**config.mk**
```make
export PLATFORM = sky130hd
export DESIGN_NAME = tap_delay_line
export DESIGN_NICKNAME = d
export VERILOG_FILES = /design/src/logic/anc_pkg.sv /design/src/logic/tap_delay_line.sv
export VERILOG_INCLUDE_DIRS = /design/src /design/src/include
export SDC_FILE = /design/constraint.sdc
export NUM_CORES = 1
export LEC_CHECK = 0
export ABC_AREA = 0
export BUFFER_PORTS_ARGS = -buffer_cell sky130_fd_sc_hd__buf_2
export CAP_MARGIN = 20
export CELL_PAD_IN_SITES_DETAIL_PLACEMENT = 1
export CELL_PAD_IN_SITES_GLOBAL_PLACEMENT = 2
export CORE_MARGIN = 2
export CORE_UTILIZATION = 41
export CTS_CLUSTER_DIAMETER = 200
export DETAILED_ROUTE_END_ITERATION = 16
export HOLD_SLACK_MARGIN = 0.12
export PLACE_DENSITY_LB_ADDON = 0.1
export SLEW_MARGIN = 20
export SYNTH_ARGS = -nofsm -noshare
export SYNTH_HDL_FRONTEND = slang
export SYNTH_SLANG_ARGS = --single-unit
```
**constraint.sdc**
```tcl
create_clock -name clk -period 1.5 [get_ports clk]
set_clock_uncertainty 0.2 [all_clocks]
set_input_delay 0.3 -clock clk [delete_from_list [all_inputs] [get_ports clk]]
set_output_delay 0.3 -clock clk [all_outputs]
set_load 0.05 [all_outputs]
```
**src/include/anc_defines.svh**
```systemverilog
`ifndef ANC_DEFINES_SVH
`define ANC_DEFINES_SVH

// Filter length and sample format
`define ANC_TAPS        32
`define ANC_SAMPLE_W    14
`define ANC_IDX_W       5

// Weights are Q15.16 in two's complement
`define ANC_WEIGHT_W    32
`define ANC_W_FRAC      16

// Holds 32 products of 46 bits without overflow
`define ANC_ACC_W       52

`define ANC_MU_SHIFT    12  // Step size as a power of two

`define ANC_PRIM_DELAY  16  // Primary alignment in frames, half the tap count

`endif
```
**src/logic/anc_pkg.sv**
```systemverilog
`include "anc_defines.svh"

package anc_pkg;

    typedef logic signed [`ANC_SAMPLE_W-1:0] sample_t;
    typedef logic signed [`ANC_WEIGHT_W-1:0] weight_t;
    typedef logic signed [`ANC_ACC_W-1:0]    acc_t;

    // Primary samples of both channels, taken in the same frame
    typedef struct packed {
        sample_t a;
        sample_t b;
    } prim_pair_t;

    // Cancelled samples, held from one ERROR phase to the next
    typedef struct packed {
        sample_t a;
        sample_t b;
    } err_pair_t;

    // Decoded strobes from the frame sequencer
    typedef struct packed {
        logic                  shift;      // Push new samples into the delay lines
        logic                  clear_acc;  // Zero the accumulators before FILTER
        logic                  mac_en;     // FILTER phase
        logic                  latch_err;  // ERROR phase
        logic                  adapt_en;   // ADAPT phase
        logic [`ANC_IDX_W-1:0] tap_idx;    // Tap handled in this cycle
    } anc_ctrl_t;

endpackage

```
**src/logic/tap_delay_line.sv**
```systemverilog
`timescale 1ns/1ps
`include "anc_defines.svh"

module tap_delay_line import anc_pkg::*;
#(
    parameter type elem_t = sample_t,
    parameter int  DEPTH  = `ANC_TAPS
)
(
    input  logic  clk,
    input  logic  rstn,
    input  logic  shift,
    input  elem_t din,
    output elem_t taps [DEPTH]
);

    // Index 0 is the newest entry, DEPTH-1 the oldest
    always_ff @(posedge clk or negedge rstn)
    begin
        if (!rstn)
        begin
            for (int i = 0; i < DEPTH; i++)
            begin
                taps[i] <= '0;
            end
        end
        else if (shift)
        begin
            taps[0] <= din;
            for (int i = 1; i < DEPTH; i++)
            begin
                taps[i] <= taps[i-1];
            end
        end
    end

endmodule

```
==> results.yml <==
drt:
  drt-initial-drc-count: 598
  dr.pass1.iters: 4
  post-route-drc-count: 0
  vias_per_cell: 4.78
  routedWlPerCell_um: 26.1
  drtAntennaViolNets: 0
  num_vias: 12959
  wirelength_mm: 70.8
sta:
  finalCritPeriodShare: 1.15
  slew_headroom: 0.697
  layout_min_cycle_time_ns: 1.73
  final.setup.tns_ns: -68.62
  tightest_slew_ns: 0.454
  hold-worst-slack_ns: 0.161
  drv_slew: 0
  fin_ws_ns: -0.225
  rsz0062_at_grt: "true"
  fmax_mhz: 580
  setup_viol: 475
  hold_violations: 0
setup_path:
  crit_cells: 1
  path_class: "reg -> out"
  crit_chain: "buf_6"
  rr_endpoint: "taps[402]"
  crit_buf_inv: 1
  crit_path_end_kind: "primary output"
  slowest_delay_ns: 0.44
  endpoint: "taps[306]"
  worstPathMaxFanout: 2
  cp.arrival_ns: 1.23
  path_delay_family: "flip-flops"
  startpoint: "taps[306]"
  reg2reg_from: "taps[402]"
  cpMaxStageDelayCell: "dfrtp_1"
  r2r_slack_ns: 0.14
  critPathLaunchType: "flop"
  r2r_cells: 4
  critPathRequiredTime_ns: 1.00
synth:
  yosysTopAreaCell: "dfrtp_1"
  async_flop_share: 1.00
  syn-instance-count: 946
  synth_area_um2: 18400
  avgSynthCellArea_um2: 19.4
  synth_edf_count: 0
  synthesis.nets: 963
  synthTopCellsByArea: "dfrtp_1 61%, mux2_4 33%, mux2_2 2.9%, buf_6 2.1%, buf_8 0.90%"
  synth_ff_type: "dfrtp_1"
  synth_seq_cells: 448
  synth_commonest_cells: "448 x dfrtp_1, 401 x mux2_4, 47 x mux2_2"
  ys_types: 7
  synth_most_common_cell: "dfrtp_1"
  seq_area_frac_synth: 0.610
  yosys_warnings: 0
  synth_top_cell_area_share: 0.610
power:
  p_per_area_nw_per_um2: 2720
  vdd_drop_max_v: 0.00188
  power_mw: 83.7
  p_leak_nw: 16.1
clock_tree:
  clkSinkCount: 448
  clock_path_buffers: 3
  path_clk_slew_ns: 0.07
  cts_buffers: 49
  insertion_delay_ns: 0.59
  root_buffer: "clkbuf_16"
  htreeDepth: 2
  cts_tree: "yes"
layout:
  top_register: "taps"
  drive_gt1_frac: 0.780
  fin_nets: 2099
  final_area_um2: 30800
  largestRegisters: "taps (448)"
  num_antenna_cells: 0
  area_delta_synth_final_pct: 67.5
  final_cells: 2711
  largest_reg_flops: 448
  n_fill_cell: 3907
  ff_latch_area_um2: 11200
  multi_input_area_um2: 6550
floorplan:
  rows: 77
  initial_core_util: 0.416
  io_pins: 465
  coreArea_um2: 44200
  die_width_um: 216
  die_h_um: 216
  die-area_um2: 46500
run_status:
  outcome: "finished, violations left"
  violations: "setup timing"
global_routing:
  first_global_vias: 14395
  overflow: 0
  grt_antenna_before_repair: 0
  grt_first_pass_wirelength_mm: 92.5
  grt_max_degree: 83
  gr-usage-all-layers: 0.262
job:
  cap_violations: 0
placement:
  numPlacedInstances: 2027
  dp_hpwl_mm: 34.3
  placed_area_um2: 21800
  place_congestion: 0.768
  numPortBuffers: 464
min_path:
  min-delay-start: "shift"
  hold_class: "in -> reg"
  holdPathStages: 4
metrics by stage:
step,util,setup slack [ns]
after floorplan,-,0.117
after global placement,0.492,-0.000301
after detailed placement,0.492,-0.0246
after CTS,0.670,-0.241
after global routing,0.696,-0.251
final,0.696,-0.225
what timing repair did:
item                       4_1_cts  5_1_grt
hold buffers                    29        0
cloned                           0        1
setup endpoints to repair      448      865
hold endpoints to repair       489        0
gates resized for setup        914        4
buffers inserted               411      157
how the worst min path moves through the flow:
| stage | endpoint |
|---|---|
| 2_1_floorplan | taps[0] |
| 5_1_grt | taps[234] |
| 6_report | taps[400] |
| 3_3_place_gp | taps[173] |
| 3_5_place_dp | taps[173] |
| 4_1_cts | taps[235] |
report_power, final:
part           switching (mW)  internal (mW)  total, mW
clock network            5.16           7.23       12.4
logic                    27.2           22.7       49.8
registers                4.65           16.9       21.5
tightest hold or removal path: stages:
cell	delay (ns)
buf_8	0.11
buf_12	0.13
buf_12	0.19
mux2_4	0.17
layout by cell type, fill, tap and decap left out:
| master | synthesis | layout |
|---|---|---|
| clkinv_2 | 0 | 5 |
| buf_8 | 11 | 2 |
| clkbuf_1 | 0 | 10 |
| mux2_4 | 401 | 401 |
| clkbuf_16 | 0 | 53 |
| dfrtp_2 | 0 | 18 |
| mux2_2 | 47 | 47 |
| inv_6 | 0 | 1 |
| clkbuf_8 | 0 | 21 |
| buf_2 | 2 | 14 |
| buf_12 | 3 | 27 |
| dlygate4sd3_1 | 0 | 25 |
| buf_4 | 0 | 614 |
| dlymetal6s4s_1 | 0 | 2 |
| buf_6 | 34 | 449 |
| dfrtp_1 | 448 | 430 |
kinds of logic after synthesis:
logic type | count (synthesis) | share of synthesized area
multiplexers | 448 | 0.356
flip-flops | 448 | 0.610
buffers and inverters | 50 | 0.0336
cell type report:
type                       instances  share of cell area
clock buffer                      82              0.0521
clock inverter                     6             0.00110
multi-input combinational        448               0.213
sequential                       448               0.365
tap                              592              0.0241
timing repair buffer            1135               0.345
layer usage:
| metal | track usage | vias to the layer above | wire, µm |
|---|---|---|---|
| li1 | - | 5596 | - |
| met1 | 0.304 | 6840 | 26600 |
| met2 | 0.470 | 400 | 37400 |
| met3 | 0.0672 | 123 | 4260 |
| met4 | 0.0869 | 0 | 2460 |
| met5 | 0 | - | 0 |
Note: power is estimated with default switching activity, not from simulation.
