`src/include/anc_defines.svh`:
```
`ifndef ANC_DEFINES_SVH
`define ANC_DEFINES_SVH

// Filter length and sample format
`define ANC_TAPS        32
`define ANC_SAMPLE_W    14
`define ANC_IDX_W       5

// Weights are Q15.16 in two's complement
`define ANC_WEIGHT_W    32
`define ANC_W_FRAC      16

// Holds 32 products of 46 bits without overflow
`define ANC_ACC_W       52

`define ANC_MU_SHIFT    12  // Step size as a power of two

`define ANC_PRIM_DELAY  16  // Primary alignment in frames, half the tap count

`endif
```
`src/logic/anc_pkg.sv`:
```
`include "anc_defines.svh"

package anc_pkg;

    typedef logic signed [`ANC_SAMPLE_W-1:0] sample_t;
    typedef logic signed [`ANC_WEIGHT_W-1:0] weight_t;
    typedef logic signed [`ANC_ACC_W-1:0]    acc_t;

    // Primary samples of both channels, taken in the same frame
    typedef struct packed {
        sample_t a;
        sample_t b;
    } prim_pair_t;

    // Cancelled samples, held from one ERROR phase to the next
    typedef struct packed {
        sample_t a;
        sample_t b;
    } err_pair_t;

    // Decoded strobes from the frame sequencer
    typedef struct packed {
        logic                  shift;      // Push new samples into the delay lines
        logic                  clear_acc;  // Zero the accumulators before FILTER
        logic                  mac_en;     // FILTER phase
        logic                  latch_err;  // ERROR phase
        logic                  adapt_en;   // ADAPT phase
        logic [`ANC_IDX_W-1:0] tap_idx;    // Tap handled in this cycle
    } anc_ctrl_t;

endpackage

```
`src/logic/lms_channel.sv`:
```
`timescale 1ns/1ps
`include "anc_defines.svh"

module lms_channel import anc_pkg::*;
(
    input  logic      clk,
    input  logic      rstn,
    input  anc_ctrl_t ctrl,
    input  sample_t   ref_taps [`ANC_TAPS],
    input  sample_t   err,
    output acc_t      acc
);

    localparam int PROD_W = `ANC_WEIGHT_W + `ANC_SAMPLE_W;
    localparam int STEP_W = 2 * `ANC_SAMPLE_W;

    weight_t                  w_mem [`ANC_TAPS];
    weight_t                  w_sel;
    sample_t                  x_sel;
    logic signed [PROD_W-1:0] mac_prod;
    logic signed [STEP_W-1:0] err_prod;
    weight_t                  w_step;

    // One tap per cycle, FILTER and ADAPT walk the same index
    assign w_sel = w_mem[ctrl.tap_idx];
    assign x_sel = ref_taps[ctrl.tap_idx];

    assign mac_prod = w_sel * x_sel;  // Full precision, no rounding
    assign err_prod = err * x_sel;

    // mu * e * x as an arithmetic shift, sign extended onto the weight width
    assign w_step = weight_t'(err_prod >>> `ANC_MU_SHIFT);

    always_ff @(posedge clk or negedge rstn)
    begin
        if (!rstn)
        begin
            acc <= '0;
        end
        else if (ctrl.clear_acc)
        begin
            acc <= '0;
        end
        else if (ctrl.mac_en)
        begin
            acc <= acc + mac_prod;
        end
    end

    // err holds the value latched in ERROR for the whole ADAPT phase
    always_ff @(posedge clk or negedge rstn)
    begin
        if (!rstn)
        begin
            for (int i = 0; i < `ANC_TAPS; i++)
            begin
                w_mem[i] <= '0;
            end
        end
        else if (ctrl.adapt_en)
        begin
            w_mem[ctrl.tap_idx] <= w_sel + w_step;  // Wraps at the weight width
        end
    end

endmodule

```
`config.mk`:
```
export PLATFORM = sky130hd
export DESIGN_NAME = lms_channel
export DESIGN_NICKNAME = d
export VERILOG_FILES = /design/src/logic/anc_pkg.sv /design/src/logic/lms_channel.sv
export VERILOG_INCLUDE_DIRS = /design/src /design/src/include
export SDC_FILE = /design/constraint.sdc
export NUM_CORES = 2
export LEC_CHECK = 0
export BUFFER_PORTS_ARGS = -buffer_cell sky130_fd_sc_hd__buf_2
export CORE_AREA = 2 2 468 656
export CTS_CLUSTER_DIAMETER = 50
export DETAILED_ROUTE_END_ITERATION = 6
export DIE_AREA = 0 0 470 658
export PLACE_DENSITY = 0.44
export SLEW_MARGIN = 20
export SYNTH_ARGS = -nofsm -noshare
export SYNTH_HDL_FRONTEND = slang
export SYNTH_SLANG_ARGS = --single-unit
```
`constraint.sdc`:
```
create_clock -name clk -period 8.9 [get_ports clk]
set_clock_uncertainty 0.05 [all_clocks]
set_input_delay 0.89 -clock clk [delete_from_list [all_inputs] [get_ports clk]]
set_output_delay 0.89 -clock clk [all_outputs]
set_load 0.03 [all_outputs]
```
==> out/metrics.yaml <==
grt:
  grt_pass1_wl_um: 432000
  grt_max_degree: 181
  grt_overflow: 0
  grt_pass1_vias: 63100
  antenna_found_initial: 23
  grt_usage_pct: 18.8
logic_synthesis:
  synth_edf_count: 0
  async_flop_share_pct: 100
  syn_avg_cell_area_sq_um: 10.3
  syn_inst: 7341
  ys_seq_elements: 1076
  seq_area_frac_synth_pct: 35.7
  synth_area_sq_um: 75500
  ys.flop_type: "dfrtp_1"
  yosys_warnings: 0
  synth_cell_types: 68
  synth_nets: 8740
route:
  post_drt_wl_per_cell_um: 23.6
  wirelength_um: 293000
  drc_errors: 0
  ant_nets: 0
  drt_pass1_iterations: 5
  num_vias: 59100
  drt_iter0_drc: 3813
  vias_per_cell: 4.76
timing:
  drv_slew: 0
  worst_slew_pin_slew_ns: 1.19
  rsz0062_at_grt: "true"
  fmax_ghz: 0.100
  setup_violations: 888
  setup_slack_ns: -1.09
  fin_crit_sh_pct: 112
  slew_headroom_pct: 20.7
  finalHoldViolations: 0
  layout_min_cycle_time_ns: 9.99
worst_hold_path:
  min_path_type: "input port to async pin"
clock_network:
  cts_buffers: 115
  cts_sinks: 1076
  cts-root-buf: "clkbuf_16"
  clockBufferDepth: 3
  clkLatencyLatePin_ns: 0.75
  cts_tree: "done"
  htree_num_levels: 3
  cts.clk_slew.worst_paths_ns: 0.07
setup_path:
  critPathKind: "input port to register"
  r2r-start: "w_mem[394]$_DFFE_PN0P_"
  critPathMaxStageDelay_ns: 0.63
  slowest_stage: "a22oi_2"
  crit_arrival_ns: 10.53
  start_kind: "input port"
  critPathLaunch: "ctrl[0]"
  worst-path-max-fanout: 16
  path_common_cell: "fa_1"
  end_kind: "register"
  critPathRequiredTime_ns: 9.44
cells_and_area:
  drive_gt1_share_pct: 27.2
  nets: 9705
  finish.instance_area_sq_um: 95200
  areaGrowthSynthToFinish_pct: 26.1
  layout.cells.non_filler: 12400
placement:
  dp_cells: 12100
  placed_cell_area_sq_um: 88900
  dpl.hpwl_um: 212000
  place.gp.congestion: 0.889
  portBuffers: 523
die:
  pin_count: 526
  rows: 240
  die-area_sq_um: 309000
  core_sq_um: 304000
  dieHeight_um: 658
  start_util_pct: 24.8
  die_w_um: 470
status:
  status: "complete, but fails checks"
  violations: "negative setup slack"
flow_run:
  drv_cap: 0
==> routing by layer <==
layer / part of all wire (%) / wire [um] / vias up / track usage [%]
met4: 4.0 / 11600 / 12 / 6.98
met1: 41 / 119000 / 30600 / 23.3
met5: 0.025 / 74 / - / 0
li1: - / - / 26500 / -
met3: 4.8 / 13900 / 394 / 2.34
met2: 51 / 149000 / 1626 / 33.2
==> sequential cells by signal, summed over array words and instances, names as in the netlist <==
register and count:
w_mem 1024, acc 52
==> critical path: cells and delay by family <==
family | cells | cell delay [ns]
AO/OA/AOI/OAI | 12 | 2.69
adder cells (fa/ha/maj) | 8 | 3.06
buffers and inverters | 14 | 1.71
AND/OR/NAND/NOR | 5 | 0.98
multiplexers | 2 | 0.90
XOR/XNOR | 1 | 0.14
==> cells by family (layout without fill, tap and decap cells) <==
group                    after synthesis  after routing  share of synthesized area, %
other                                  0              7                             0
buffers and inverters               1296           2360                          6.58
multiplexers                         476            476                          12.3
AO/OA/AOI/OAI                       1523           1523                          11.7
flip-flops                          1076           1076                          35.7
AND/OR/NAND/NOR                     1952           1952                          10.4
XOR/XNOR                              93             93                          1.08
adder cells (fa/ha/maj)              925            925                          22.3
==> final timing paths <==
path	end	depth (start not counted)	slack (ns)
max in group asynchronous	acc[2]$_DFFE_PN0P_	3	6.44
worst min register to register	w_mem[827]$_DFFE_PN0P_	2	0.42
worst max register to register	acc[46]$_DFFE_PN0P_	29	0.70
worst max-delay path	w_mem[126]$_DFFE_PN0P_	42	-1.09
worst min-delay path	w_mem[349]$_DFFE_PN0P_	1	0.11
min in group clk	w_mem[827]$_DFFE_PN0P_	2	0.42
==> Yosys cell counts (all sizes together), types with 24 or more instances <==
cell type,count,area share [%]
dfrtp,1076,36
a21o,52,0.52
nand2,1382,6.9
ha,227,3.8
nand3,26,0.17
a22oi,172,1.7
buf,85,0.56
inv,760,3.8
clkbuf,447,2.2
a21oi,131,0.87
mux2,68,1.0
mux2i,56,0.74
xnor2,62,0.72
mux4,352,11
xor2,31,0.36
fa,698,19
o22ai,24,0.20
nor2,356,1.8
o21ai,988,6.6
o31ai,35,0.55
nand4,53,0.44
==> timing repair <==
| action | CTS | global route |
|---|---|---|
| setup buffers | 34 | 13 |
| cloned | 11 | 5 |
| endpoints found under the setup margin | 1061 | 958 |
| gates resized for setup | 259 | 107 |
| pin swaps | 105 | 49 |
| hold buffers | 0 | 0 |
==> layout by cell type (no fill, tap or decap), types with 13 or more instances in the layout <==
| cell | Yosys | layout |
|---|---|---|
| nand2_1 | 1382 | 1344 |
| dfrtp_1 | 1076 | 1076 |
| o21ai_0 | 984 | 829 |
| inv_1 | 760 | 748 |
| buf_4 | 11 | 716 |
| fa_1 | 698 | 688 |
| buf_2 | 50 | 519 |
| mux4_2 | 352 | 352 |
| nor2_1 | 356 | 349 |
| ha_1 | 227 | 209 |
| a22oi_1 | 172 | 169 |
| clkbuf_16 | 0 | 121 |
| a21oi_1 | 131 | 113 |
| buf_12 | 0 | 112 |
| o21ai_1 | 4 | 85 |
| o21ai_2 | 0 | 71 |
| mux2_2 | 68 | 67 |
| mux2i_1 | 56 | 55 |
| nand4_1 | 53 | 53 |
| a21o_1 | 52 | 52 |
| xnor2_1 | 62 | 49 |
| nand2_4 | 0 | 31 |
| o31ai_4 | 0 | 26 |
| nand3_1 | 26 | 23 |
| nand2b_1 | 23 | 23 |
| o22ai_1 | 24 | 22 |
| clkbuf_8 | 0 | 22 |
| and2_1 | 19 | 18 |
| xor2_1 | 31 | 18 |
| a31oi_1 | 19 | 18 |
| clkbuf_1 | 447 | 18 |
| o21bai_1 | 21 | 17 |
| bufinv_16 | 0 | 16 |
| o21a_1 | 16 | 15 |
| buf_16 | 0 | 14 |
| or3_1 | 14 | 13 |
| a21oi_2 | 0 | 13 |
| nor3_1 | 15 | 13 |
==> area by class of cell <==
cell class | instances | area (sq um)
fill | 31400 | 209000
multi-input combinational | 4969 | 45300
sequential | 1076 | 26900
timing repair buffer | 1380 | 10900
tap | 3993 | 5000
clock buffer | 156 | 3270
inverter | 764 | 2880
clock inverter | 60 | 925
antenna | 7 | 17.5
==> per-stage QoR <==
step / hold WS, ns / TNS [ns] / setup slack [ns] / utilization [%]
2_1_floorplan: 0.393 / -584.98 / -1.17 / -
3_3_place_gp: 0.406 / -2779.04 / -3.32 / 29.2
3_5_place_dp: 0.413 / -2778.04 / -3.36 / 29.2
4_1_cts: 0.128 / -534.75 / -1.04 / 31.1
5_1_grt: 0.169 / -828.73 / -1.34 / 31.3
6_report: 0.115 / -585.36 / -1.09 / 31.3
Power is left out: the tool's default activity adds up to more than one toggle a clock period on the data nets, which glitch-free logic cannot reach.
