[src/include/anc_defines.svh]
`ifndef ANC_DEFINES_SVH
`define ANC_DEFINES_SVH

// Filter length and sample format
`define ANC_TAPS        32
`define ANC_SAMPLE_W    14
`define ANC_IDX_W       5

// Weights are Q15.16 in two's complement
`define ANC_WEIGHT_W    32
`define ANC_W_FRAC      16

// Holds 32 products of 46 bits without overflow
`define ANC_ACC_W       52

`define ANC_MU_SHIFT    12  // Step size as a power of two

`define ANC_PRIM_DELAY  16  // Primary alignment in frames, half the tap count

`endif
[src/logic/anc_pkg.sv]
`include "anc_defines.svh"

package anc_pkg;

    typedef logic signed [`ANC_SAMPLE_W-1:0] sample_t;
    typedef logic signed [`ANC_WEIGHT_W-1:0] weight_t;
    typedef logic signed [`ANC_ACC_W-1:0]    acc_t;

    // Primary samples of both channels, taken in the same frame
    typedef struct packed {
        sample_t a;
        sample_t b;
    } prim_pair_t;

    // Cancelled samples, held from one ERROR phase to the next
    typedef struct packed {
        sample_t a;
        sample_t b;
    } err_pair_t;

    // Decoded strobes from the frame sequencer
    typedef struct packed {
        logic                  shift;      // Push new samples into the delay lines
        logic                  clear_acc;  // Zero the accumulators before FILTER
        logic                  mac_en;     // FILTER phase
        logic                  latch_err;  // ERROR phase
        logic                  adapt_en;   // ADAPT phase
        logic [`ANC_IDX_W-1:0] tap_idx;    // Tap handled in this cycle
    } anc_ctrl_t;

endpackage

[src/logic/cancel_output.sv]
`timescale 1ns/1ps
`include "anc_defines.svh"

module cancel_output import anc_pkg::*;
(
    input  logic       clk,
    input  logic       rstn,
    input  logic       latch_err,
    input  acc_t       acc_a,
    input  acc_t       acc_b,
    input  prim_pair_t prim_del,
    output err_pair_t  err,
    output sample_t    dout
);

    sample_t err_a_nxt;
    sample_t err_b_nxt;

    // Scales a finished accumulator back to a sample and removes it from the primary
    function automatic sample_t cancel_sample(input acc_t acc, input sample_t prim);
        sample_t y;
        y = sample_t'(acc >>> `ANC_W_FRAC);
        return prim - y;
    endfunction

    assign err_a_nxt = cancel_sample(acc_a, prim_del.a);
    assign err_b_nxt = cancel_sample(acc_b, prim_del.b);

    // Everything here changes only at the ERROR edge
    always_ff @(posedge clk or negedge rstn)
    begin
        if (!rstn)
        begin
            err  <= '0;
            dout <= '0;
        end
        else if (latch_err)
        begin
            err.a <= err_a_nxt;
            err.b <= err_b_nxt;
            dout  <= err_a_nxt + err_b_nxt;  // Wraps to the sample width
        end
    end

endmodule

[config.mk]
export PLATFORM = sky130hd
export DESIGN_NAME = cancel_output
export DESIGN_NICKNAME = d
export VERILOG_FILES = /design/src/logic/anc_pkg.sv /design/src/logic/cancel_output.sv
export VERILOG_INCLUDE_DIRS = /design/src /design/src/include
export SDC_FILE = /design/constraint.sdc
export NUM_CORES = 1
export LEC_CHECK = 0
export ABC_AREA = 1
export BUFFER_PORTS_ARGS = -buffer_cell sky130_fd_sc_hd__clkbuf_2
export CORE_MARGIN = 1
export CORE_UTILIZATION = 30
export DETAILED_ROUTE_END_ITERATION = 10
export SYNTH_ARGS = -nofsm -noshare
export SYNTH_HDL_FRONTEND = slang
export SYNTH_SLANG_ARGS = --single-unit
[constraint.sdc]
create_clock -name clk -period 1.02 [get_ports clk]
set_clock_uncertainty 0.2 [all_clocks]
set_input_delay 0.204 -clock clk [delete_from_list [all_inputs] [get_ports clk]]
set_output_delay 0.204 -clock clk [all_outputs]
set_load 0.005 [all_outputs]
==> results of run 1 <==
-- routing by layer --
layer | vias up | wire length [um] | track usage (%)
li1 | 2348 | - | -
met1 | 2152 | 5310 | 22.2
met2 | 82 | 7290 | 35.7
met3 | 13 | 440 | 2.88
met4 | 0 | 127 | 2.60
met5 | - | 0 | 0
-- flip-flops by register name (all words and copies together) (netlist names) --
name and cells:
err 28, dout 14
-- report_power, final --
part	total [mW]	internal (mW)	switching, mW	leakage, nW
registers	2.40	2.10	0.299	0.509
clock network	1.83	1.15	0.687	0.0836
logic	7.50	4.02	3.48	3.35
total	11.7	7.27	4.47	3.94
-- critical path: cells and delay by family --
kind | cells | cell delay, ps
AND/OR/NAND/NOR | 10 | 700
buffers and inverters | 4 | 310
AO/OA/AOI/OAI | 2 | 210
adder cells (fa/ha/maj) | 3 | 830
XOR/XNOR | 1 | 280
-- logic make-up (layout without fill, tap and decap cells) --
| logic type | count (synthesis) | count (layout) | share of synthesized area (%) |
|---|---|---|---|
| AND/OR/NAND/NOR | 300 | 300 | 35.1 |
| AO/OA/AOI/OAI | 61 | 61 | 8.82 |
| XOR/XNOR | 24 | 24 | 5.43 |
| buffers and inverters | 93 | 380 | 9.37 |
| adder cells (fa/ha/maj) | 42 | 42 | 14.2 |
| flip-flops | 42 | 42 | 27.1 |
-- Yosys cell counts, drive strengths merged (2+ instances only) --
library cell and instances:
nor2 19, nand3 41, o21ai 24, a31oi 3, a21oi 29, nand4 10, ha 39, fa 3
inv 83, clkbuf 8, nand2 225, xnor2 12, nor3 2, and2 2, xor2 12, dfrtp 42
-- how the worst max path moves through the flow --
stage | start | cells after the start | endpoint
2_1_floorplan | prim_del[0] | 18 | dout[13]
3_3_place_gp | prim_del[14] | 19 | dout[13]
3_5_place_dp | prim_del[14] | 19 | dout[13]
4_1_cts | prim_del[14] | 19 | dout[13]
5_1_grt | prim_del[4] | 21 | dout[13]
6_report | prim_del[14] | 20 | dout[13]
-- repair_timing --
item                                    4_1_cts  5_1_grt
endpoints found under the setup margin       82       82
hold endpoints to repair                     42        0
pin swaps                                    52       80
setup buffers                                41       25
gates resized for setup                      65      165
hold buffers                                  1        0
-- area by class of cell --
class	instances	area share (%)
Clock buffer	5	1.61
Sequential cell	42	13.5
Tap cell	172	2.77
Clock inverter	3	0.516
Multi-Input combinational cell	427	48.2
Inverter	84	4.95
Timing Repair Buffer	288	28.4
-- through the flow --
step | hold WS, ps | total power [mW] | instances | setup TNS [ps] | utilization [%]
6_report | 25.8 | 11.7 | 1021 | -38650 | 61.5
5_1_grt | 41.9 | 12.5 | 1021 | -42420 | 61.5
4_1_cts | 75.0 | 10.5 | 998 | -38480 | 54.2
3_5_place_dp | 0.918 | 7.61 | 948 | -43140 | 47.7
3_3_place_gp | 3.17 | 7.49 | 948 | -42130 | 47.7
2_1_floorplan | -292 | 5.28 | 562 | -27270 | -
==> reports/results.txt, run 1 <==
status = finished, violations left
minimum clock period = 2540 ps
Reg area = 1050 sq um
vias per std cell = 4.50
Netlist Area Pre-Place = 3870 sq um
largest net degree at the start of global routing = 43
Placement Cell Area = 6010 sq um
post-synthesis cell type count = 34
Tcrit/Tclk final = 249%
clock slew at reported path FFs = 60 ps
DP Wirelength = 9340 um
PwrDens = 1510 nW/um^2
slowest stage delay, CP = 410 ps
final setup fails = 81
failing checks = setup timing
synth top area cells = dfrtp_1 (27%), nand2_1 (20%), ha_1 (13%)
Synth top area share = 27.1%
H-tree levels = 2
clk root buf = clkbuf_16
CP Cell Sequence = buf_8, inv_8, ha_4, fa_2, inv_4, buf_6, nand3_4, nand3_4, nand2_2, nand2_2, a21oi_4, xor2_2, ha_4, a21oi_4, and2_4, nand2_2, nand2_1, nand2_1, nand3_1, nand2_1
Avg WL per Cell = 12.9 um
CTS tree = yes
CTS buffer count = 5
Max-cap violations = 0
initial core utilization = 30.7%
unrepaired setup endpoints after global routing = yes
n_diodes = 0
GR Overflow Total = 0
Max Slew Vio Count = 0
full die area = 13400 sq um
pre-CTS setup slack = -1890 ps
Seq/Total Area, Yosys = 27.1%
port buffer count = 100
core area = 12600 sq um
RD Place Congestion = 0.845
TritonCTS Sinks = 42
synth warn = 0
Avg Synthesized Cell Area = 6.89 sq um
share of cells above drive strength 1 = 63.3%
Most used DFF post-synth = dfrtp_1
most frequent cells in the layout = nand2_1 (154), buf_4 (149), clkbuf_2 (84), nand2_2 (51), inv_1 (50)
Total Wirelength = 13200 um
clk buf depth = 2
Initial DRC Count = 133
multi-input logic area = 3740 sq um
hold wc startpoint = acc_a[16]
DR vias = 4595
VDD IR max = 1.15 mV
post-route antenna net violation count = 0
Async S/R FF share, synth = 100%
vias in the first global route = 4426
die width = 116 um
global-route wire length before repair = 19800 um
Synth-to-Final Area Change = 100%
post-route cell area = 7760 sq um
drt pass-1 iters = 4
hold-critical path depth = 3
largest area contributor in the netlist = dfrtp_1
hold-critical path endpoint = err[14]
CP Class = input port to flip-flop
CP max FO = 3
number of enable flip-flop cells after synthesis = 0
initial antenna violation count = 0
FF-to-FF End = err[9]
Setup crit start kind = input port
Die H = 116 um
Fmax achieved = 394 MHz
Worst EP arrival = 2520 ps
clk_lat worst skew = 290 ps
Core Rows = 41
register bit total from synthesis = 42
GRT Total Usage = 18.6%
Worst setup EP type = flip-flop
fillers = 1042
DR DRC count = 0
Critical Path Slowest Stage Cell = fa_2
Ports = 177
commonest non-fill, non-tap cell in the layout = nand2_1
Hold/Removal Path Class = input port to flip-flop
worst reg2reg startpoint = err[9]
R2R Setup Slk = -30 ps
Final WS setup = -1520 ps
Least-Margin Pin Slew = 301 ps
leakage power = 3.94 nW
Synth Net Count = 739
CP Data Required Time = 1000 ps
Slew headroom = 79.9%
# nets final = 1025
final hold viol count = 0
Syn Inst Count = 562
worst reg2reg path depth = 4
Power figures use the tool's default switching activity.
==> inputs of run 2 (changes only) <==
--- a/config.mk
+++ b/config.mk
@@ -8,9 +8,12 @@
 export LEC_CHECK = 0
 export ABC_AREA = 1
 export BUFFER_PORTS_ARGS = -buffer_cell sky130_fd_sc_hd__clkbuf_2
+export CELL_PAD_IN_SITES_DETAIL_PLACEMENT = 0
+export CELL_PAD_IN_SITES_GLOBAL_PLACEMENT = 1
 export CORE_MARGIN = 1
 export CORE_UTILIZATION = 30
 export DETAILED_ROUTE_END_ITERATION = 10
+export PLACE_DENSITY = 0.76
 export SYNTH_ARGS = -nofsm -noshare
 export SYNTH_HDL_FRONTEND = slang
 export SYNTH_SLANG_ARGS = --single-unit
==> run 2 against run 1 <==
The run still ends with setup timing left; utilization rose by 0.66 points; first-iteration DRC count down 28%; critical path type unchanged; combinational power rose by 2.9%; flip-flop and latch count stayed put; clock-buffer cell count rose by 1; via count is 1.3% lower.
==> reports/results.txt, run 2 (same netlist as run 1, synthesis figures left out) <==
R2R Setup Slk = -60 ps (-30 ps)
Largest Register = err
GR Overflow Total = 0 (unchanged)
share of cells above drive strength 1 = 63.5% (+0.21 points)
global-route wire length before repair = 20100 um (+1.2%)
final setup fails = 81 (unchanged)
Critical Path Slowest Stage Cell = fa_2
CP Cell Sequence = buf_8, inv_8, ha_4, fa_2, inv_4, a21oi_4, o21ai_2, xor2_2, ha_4, nand2_4, nor2_4, nand2_1, o2111ai_4, or2_1, nand3_1, nand2_1
commonest non-fill, non-tap cell in the layout = nand2_1
failing checks = setup timing
Hold WS = 30.1 ps (+4.31 ps)
clk buf depth = 2 (unchanged)
unrepaired setup endpoints after global routing = yes
full die area = 13400 sq um (unchanged)
core area = 12600 sq um (unchanged)
Avg WL per Cell = 13.3 um (+3.0%)
DP Wirelength = 9310 um (-0.33%)
Hold/Removal Path Class = input port to flip-flop
CP max FO = 3 (unchanged)
PwrDens = 1530 nW/um^2 (+1.1%)
Final Util = 62.1% (+0.66 points)
post-route antenna net violation count = 0 (unchanged)
Fmax achieved = 397 MHz (+0.72%)
Slew headroom = 74.4% (-5.5 points)
slowest stage delay, CP = 380 ps (-30 ps)
initial core utilization = 30.7% (unchanged)
Tcrit/Tclk final = 247% (-1.8 points)
Worst setup EP type = flip-flop
DR vias = 4537 (-1.3%)
# nets final = 1009 (-1.6%)
CTS buffer count = 5 (unchanged)
clock slew at reported path FFs = 60 ps (about the same)
DR DRC count = 0 (unchanged)
Final TNS setup = -37790 ps (+865 ps)
Worst EP arrival = 2500 ps (-20 ps)
biggest regs = err (28), dout (14)
H-tree levels = 2 (unchanged)
RD Place Congestion = 0.863 (+2.2%)
port buffer count = 100 (unchanged)
CP Data Required Time = 1000 ps (about the same)
VDD IR max = 1.06 mV (-7.6%)
Core Rows = 41 (unchanged)
pre-CTS setup slack = -1870 ps (+19.6 ps)
Least-Margin Pin Slew = 382 ps (+81.5 ps)
most frequent cells in the layout = nand2_1 (141), buf_4 (121), clkbuf_2 (85), buf_6 (53), inv_1 (50)
cell family with most CP delay = adder cells
vias in the first global route = 4391 (-0.79%)
Die H = 116 um (unchanged)
Max-cap violations = 0 (unchanged)
initial antenna violation count = 0 (unchanged)
Max Slew Vio Count = 0 (unchanged)
Ports = 177 (unchanged)
vias per std cell = 4.52 (+0.41%)
Initial DRC Count = 96 (-28%)
max reg flops = 28 (unchanged)
status = finished, violations left
largest net degree at the start of global routing = 43 (unchanged)
leakage power = 3.95 nW (+0.16%)
drt pass-1 iters = 4 (unchanged)
CP Buf/Inv Count = 3 (-1)
clk_lat worst skew = 290 ps (about the same)
CTS tree = yes
Synth-to-Final Area Change = 103%
GRT Total Usage = 19.0% (+0.33 points)
Final WS setup = -1500 ps (+18.2 ps)
clk root buf = clkbuf_16
final hold viol count = 0 (unchanged)
TritonCTS Sinks = 42 (unchanged)
fillers = 1050 (+0.77%)
die width = 116 um (unchanged)
Setup crit start kind = input port
n_diodes = 0 (unchanged)
CP Class = input port to flip-flop
minimum clock period = 2520 ps (-18.2 ps)
Total Wirelength = 13300 um (+1.3%)
[run 2: changes by cell type in the layout (fill, tap and decap cells not counted), sizes merged]
cell    previous run  this run
buf              201       185
clkbuf            91        92
clkinv             3         1
[run 2: layout make-up]
class	instances	area [sq um]	share of cell area (%)
Clock inverter	1	30.0	0.383
Multi-Input combinational cell	427	3880	49.4
Sequential cell	42	1050	13.4
Tap cell	172	215	2.74
Timing Repair Buffer	272	2150	27.4
Clock buffer	6	139	1.77
Inverter	84	382	4.87
[run 2: worst paths after layout]
kind | cells after the start | end | startpoint
worst min-delay path | 3 | err[14] | acc_a[16]
worst max register to register | 4 | err[20] | err[20]
max in group asynchronous | 3 | err[16] | rstn
worst max-delay path | 16 | dout[9] | prim_del[14]
worst min register to register | 2 | dout[2] | dout[2]
min in group asynchronous | 3 | err[13] | rstn
[run 2: per-stage QoR]
step / cell area (sq um) / cells / total power [mW]
finish: 7840 / 1004 / 12.0
detailed placement: 5940 / 938 / 7.55
global route: 7840 / 1004 / 12.8
global placement: 5940 / 938 / 7.43
floorplan: 4390 / 562 / 5.28
CTS: 6980 / 977 / 10.5
[run 2: per-layer routing]
layer / vias to the layer above / GRT usage (%) / part of all wire, %
li1: 2316 / - / -
met1: 2133 / 22.7 / 41
met2: 75 / 36.1 / 55
met3: 13 / 2.62 / 2.5
met4: 0 / 3.38 / 1.1
met5: - / 0 / 0
[run 2: power breakdown]
part	switching, mW	internal, mW	leakage (nW)
Clock	0.654	1.21	0.0829
Combinational	3.63	4.09	3.35
Sequential	0.308	2.10	0.509
[run 2: worst register-to-register path, stage by stage, from the launching register on]
cell and delay, ps:
dfrtp_1 400, buf_4 140, buf_4 120, nand2_1 50, nand2_1 60
[run 2: timing repair]
item	in CTS	in global routing
setup buffers	34	34
pin swaps	85	87
resized for setup	125	139
setup endpoints to repair	82	82
endpoints found under the hold margin	42	0
hold buffers	1	0
==> inputs of run 3 (changes only) <==
--- a/config.mk
+++ b/config.mk
@@ -6,14 +6,13 @@
 export SDC_FILE = /design/constraint.sdc
 export NUM_CORES = 1
 export LEC_CHECK = 0
-export ABC_AREA = 1
 export BUFFER_PORTS_ARGS = -buffer_cell sky130_fd_sc_hd__clkbuf_2
 export CELL_PAD_IN_SITES_DETAIL_PLACEMENT = 0
 export CELL_PAD_IN_SITES_GLOBAL_PLACEMENT = 1
 export CORE_MARGIN = 1
 export CORE_UTILIZATION = 30
 export DETAILED_ROUTE_END_ITERATION = 10
-export PLACE_DENSITY = 0.76
+export PLACE_DENSITY = 0.75
 export SYNTH_ARGS = -nofsm -noshare
 export SYNTH_HDL_FRONTEND = slang
 export SYNTH_SLANG_ARGS = --single-unit
==> run 3 against run 2 <==
Critical path depth up 3; the run still ends with setup timing left; critical path type unchanged; die area down 13%; fmax down 22%; sequential share of layout area up 4.6 points; register-to-register slack worse by 60 ps; worst setup slack worse by 710 ps; first-iteration DRC count down 7.3%; highest routed layer unchanged; synthesized area down 13%; clock-buffer cell count unchanged.
==> reports/results.txt, run 3 <==
CTS tree = yes
synth warn = 0 (unchanged)
full die area = 11700 sq um (-13%)
Tcrit/Tclk final = 317% (+70 points)
post-route antenna net violation count = 0 (unchanged)
max reg flops = 28 (unchanged)
Hold WS = 205 ps (+175 ps)
Max-cap violations = 0 (unchanged)
Critical Path Slowest Stage Cell = fa_2
vias in the first global route = 3393 (-23%)
global-route wire length before repair = 14900 um (-26%)
Async S/R FF share, synth = 100% (unchanged)
Final Util = 53.6% (-8.6 points)
number of enable flip-flop cells after synthesis = 0 (unchanged)
CP max FO = 3 (unchanged)
Final WS setup = -2210 ps (-710 ps)
CP Class = input port to flip-flop
final hold viol count = 0 (unchanged)
largest area contributor in the netlist = dfrtp_1
Hold/Removal Path Class = input port to flip-flop
unrepaired setup endpoints after global routing = yes
CTS buffer count = 5 (unchanged)
Netlist Area Pre-Place = 3370 sq um (-13%)
DR DRC count = 0 (unchanged)
synth top area cells = dfrtp_1 (31%), ha_1 (14%), mux2_2 (12%)
Core Rows = 38 (-7.3%)
switching part of the total = 33.4% (-4.9 points)
FF-to-FF End = dout[12]
# nets final = 730 (-28%)
R2R Setup Slk = -120 ps (-60 ps)
Most used DFF post-synth = dfrtp_1
largest net degree at the start of global routing = 43 (unchanged)
count leader, synth = dfrtp_1
most instantiated cells after synthesis = dfrtp_1 (42), inv_1 (41), ha_1 (39)
Seq pwr share = 25.4% (+5.3 points)
Avg WL per Cell = 13.0 um (-2.0%)
core area = 10900 sq um (-14%)
Synth Net Count = 523 (-29%)
commonest non-fill, non-tap cell in the layout = clkbuf_2
Ports = 177 (unchanged)
drt pass-1 iters = 4 (unchanged)
leakage power = 2.84 nW (-28%)
P_int = 6.67 mW (-9.8%)
H-tree levels = 2 (unchanged)
clk buf depth = 2 (unchanged)
Die H = 108 um (-6.6%)
DR vias = 3265 (-28%)
CP Data Required Time = 1000 ps (about the same)
Slew headroom = 80.0% (+5.6 points)
clk root buf = clkbuf_8
Worst setup EP type = flip-flop
register bit total from synthesis = 42 (unchanged)
GR Overflow Total = 0 (unchanged)
n_diodes = 0 (unchanged)
worst reg2reg path depth = 4 (unchanged)
hold-critical path depth = 4 (+1)
final setup fails = 82 (+1.2%)
Synth-to-Final Area Change = 73.1%
Syn Inst Count = 346 (-38%)
slowest stage delay, CP = 360 ps (-20 ps)
clock slew at reported path FFs = 80 ps (+20 ps)
initial antenna violation count = 0 (unchanged)
status = finished, violations left
Avg Synthesized Cell Area = 9.74 sq um (+41%)
most frequent cells in the layout = clkbuf_2 (93), buf_4 (88), dfrtp_1 (42), mux2_4 (26), inv_1 (25)
Comb pwr share = 58.4% (-6.0 points)
clk_lat worst skew = 290 ps (about the same)
CP Cell Sequence = buf_8, inv_8, ha_4, fa_2, nor2b_1, o21ai_1, a21boi_1, o21ai_1, a211o_1, o21bai_1, a21oi_1, o21ai_1, xor2_1, ha_1, inv_2, buf_4, o31ai_2, xnor2_1, a21oi_1
port buffer count = 100 (unchanged)
RD Place Congestion = 0.839 (-2.8%)
switching power = 3.34 mW (-27%)
Initial DRC Count = 89 (-7.3%)
TritonCTS Sinks = 42 (unchanged)
DP Wirelength = 6870 um (-26%)
VDD IR max = 1.13 mV (+6.5%)
failing checks = setup timing
Setup crit start kind = input port
initial core utilization = 31.0% (+0.28 points)
Least-Margin Pin Slew = 298 ps (-84.5 ps)
Largest Register = err
Crit path top cell by count = o21ai_1
PwrDens = 1720 nW/um^2 (+12%)
cell family with most CP delay = compound AO/OA/AOI/OAI gates
minimum clock period = 3230 ps (+710 ps)
Fmax achieved = 309 MHz (-22%)
Worst EP arrival = 3210 ps (+710 ps)
Seq/Total Area, Yosys = 31.2% (+4.0 points)
die width = 108 um (-6.6%)
Synth top area share = 31.2% (+4.0 points)
share of cells above drive strength 1 = 62.1% (-1.4 points)
CP Buf/Inv Count = 4 (+1)
biggest regs = err (28), dout (14)
clock power share = 16.1% (+0.6 points)
hold-critical path endpoint = err[14]
Max Slew Vio Count = 0 (unchanged)
vias per std cell = 4.70 (+4.1%)
GRT Total Usage = 15.9% (-3.0 points)
Total Wirelength = 9040 um (-32%)
post-synthesis cell type count = 41 (+21%)
hold wc startpoint = acc_a[16]
worst reg2reg startpoint = dout[12]
[run 3: cell type report]
class                      instances  area (sq um)
fill                             979          5050
multi-input combinational        256          2800
timing repair buffer             207          1470
sequential                        42          1050
inverter                          41           194
tap                              140           175
clock buffer                       6          82.6
clock inverter                     2          60.1
[run 3: worst reg2reg max path, stage by stage, from the launching register on]
cell	delay [ps]
dfrtp_1	390
buf_4	130
buf_4	120
o21ai_2	90
o211ai_1	90
[run 3: stage by stage]
stage	TNS (ps)	cells	worst slack (ps)	instance area [sq um]	total power, mW
finish	-52960	694	-2210	5830	10.0
global route	-57290	694	-2380	5830	10.7
CTS	-53530	689	-2200	5640	9.70
detailed placement	-59820	658	-2560	4960	7.20
global placement	-58750	658	-2480	4960	7.07
floorplan	-42700	346	-2190	3700	5.19
[run 3: routing by layer]
metal / up-vias / track usage, % / wire (um)
met5: - / 0 / 0
met4: 0 / 2.74 / 92
met3: 11 / 3.07 / 457
met2: 80 / 29.5 / 4810
met1: 1553 / 19.2 / 3680
li1: 1621 / - / -
[run 3: repair_timing]
item | in CTS | in global routing
gates resized for setup | 67 | 37
pin swaps | 53 | 40
setup endpoints to repair | 82 | 82
hold buffers | 1 | 0
endpoints found under the hold margin | 42 | 0
setup buffers | 26 | 12
[run 3: worst max path at each step]
stage                startpoint       end  slack [ps]  depth (start not counted)
global route        prim_del[0]  dout[13]       -2380                         19
global placement    prim_del[0]  dout[12]       -2480                         20
CTS                 prim_del[0]  dout[12]       -2200                         20
detailed placement  prim_del[0]  dout[12]       -2560                         20
finish              prim_del[0]  dout[13]       -2210                         19
floorplan           prim_del[0]  dout[12]       -2190                         15
[run 3: logic make-up (layout without fill, tap and decap cells)]
kind of cell	Yosys count	after routing	share of synthesized area, %
mux	37	37	12.4
flops	42	42	31.2
xor+xnor	34	34	9.06
simple gates	59	59	7.87
compound gates	84	84	17.9
buf+inv	48	256	5.35
fa+ha+maj	42	42	16.3
[run 3: power by group through the flow]
| stage | logic, mW | clock network (mW) | registers [mW] |
|---|---|---|---|
| floorplan | 2.64 | 0 | 2.55 |
| global placement | 4.49 | 0 | 2.58 |
| detailed placement | 4.61 | 0 | 2.59 |
| CTS | 5.50 | 1.64 | 2.56 |
| global route | 6.39 | 1.74 | 2.60 |
| finish | 5.85 | 1.62 | 2.55 |
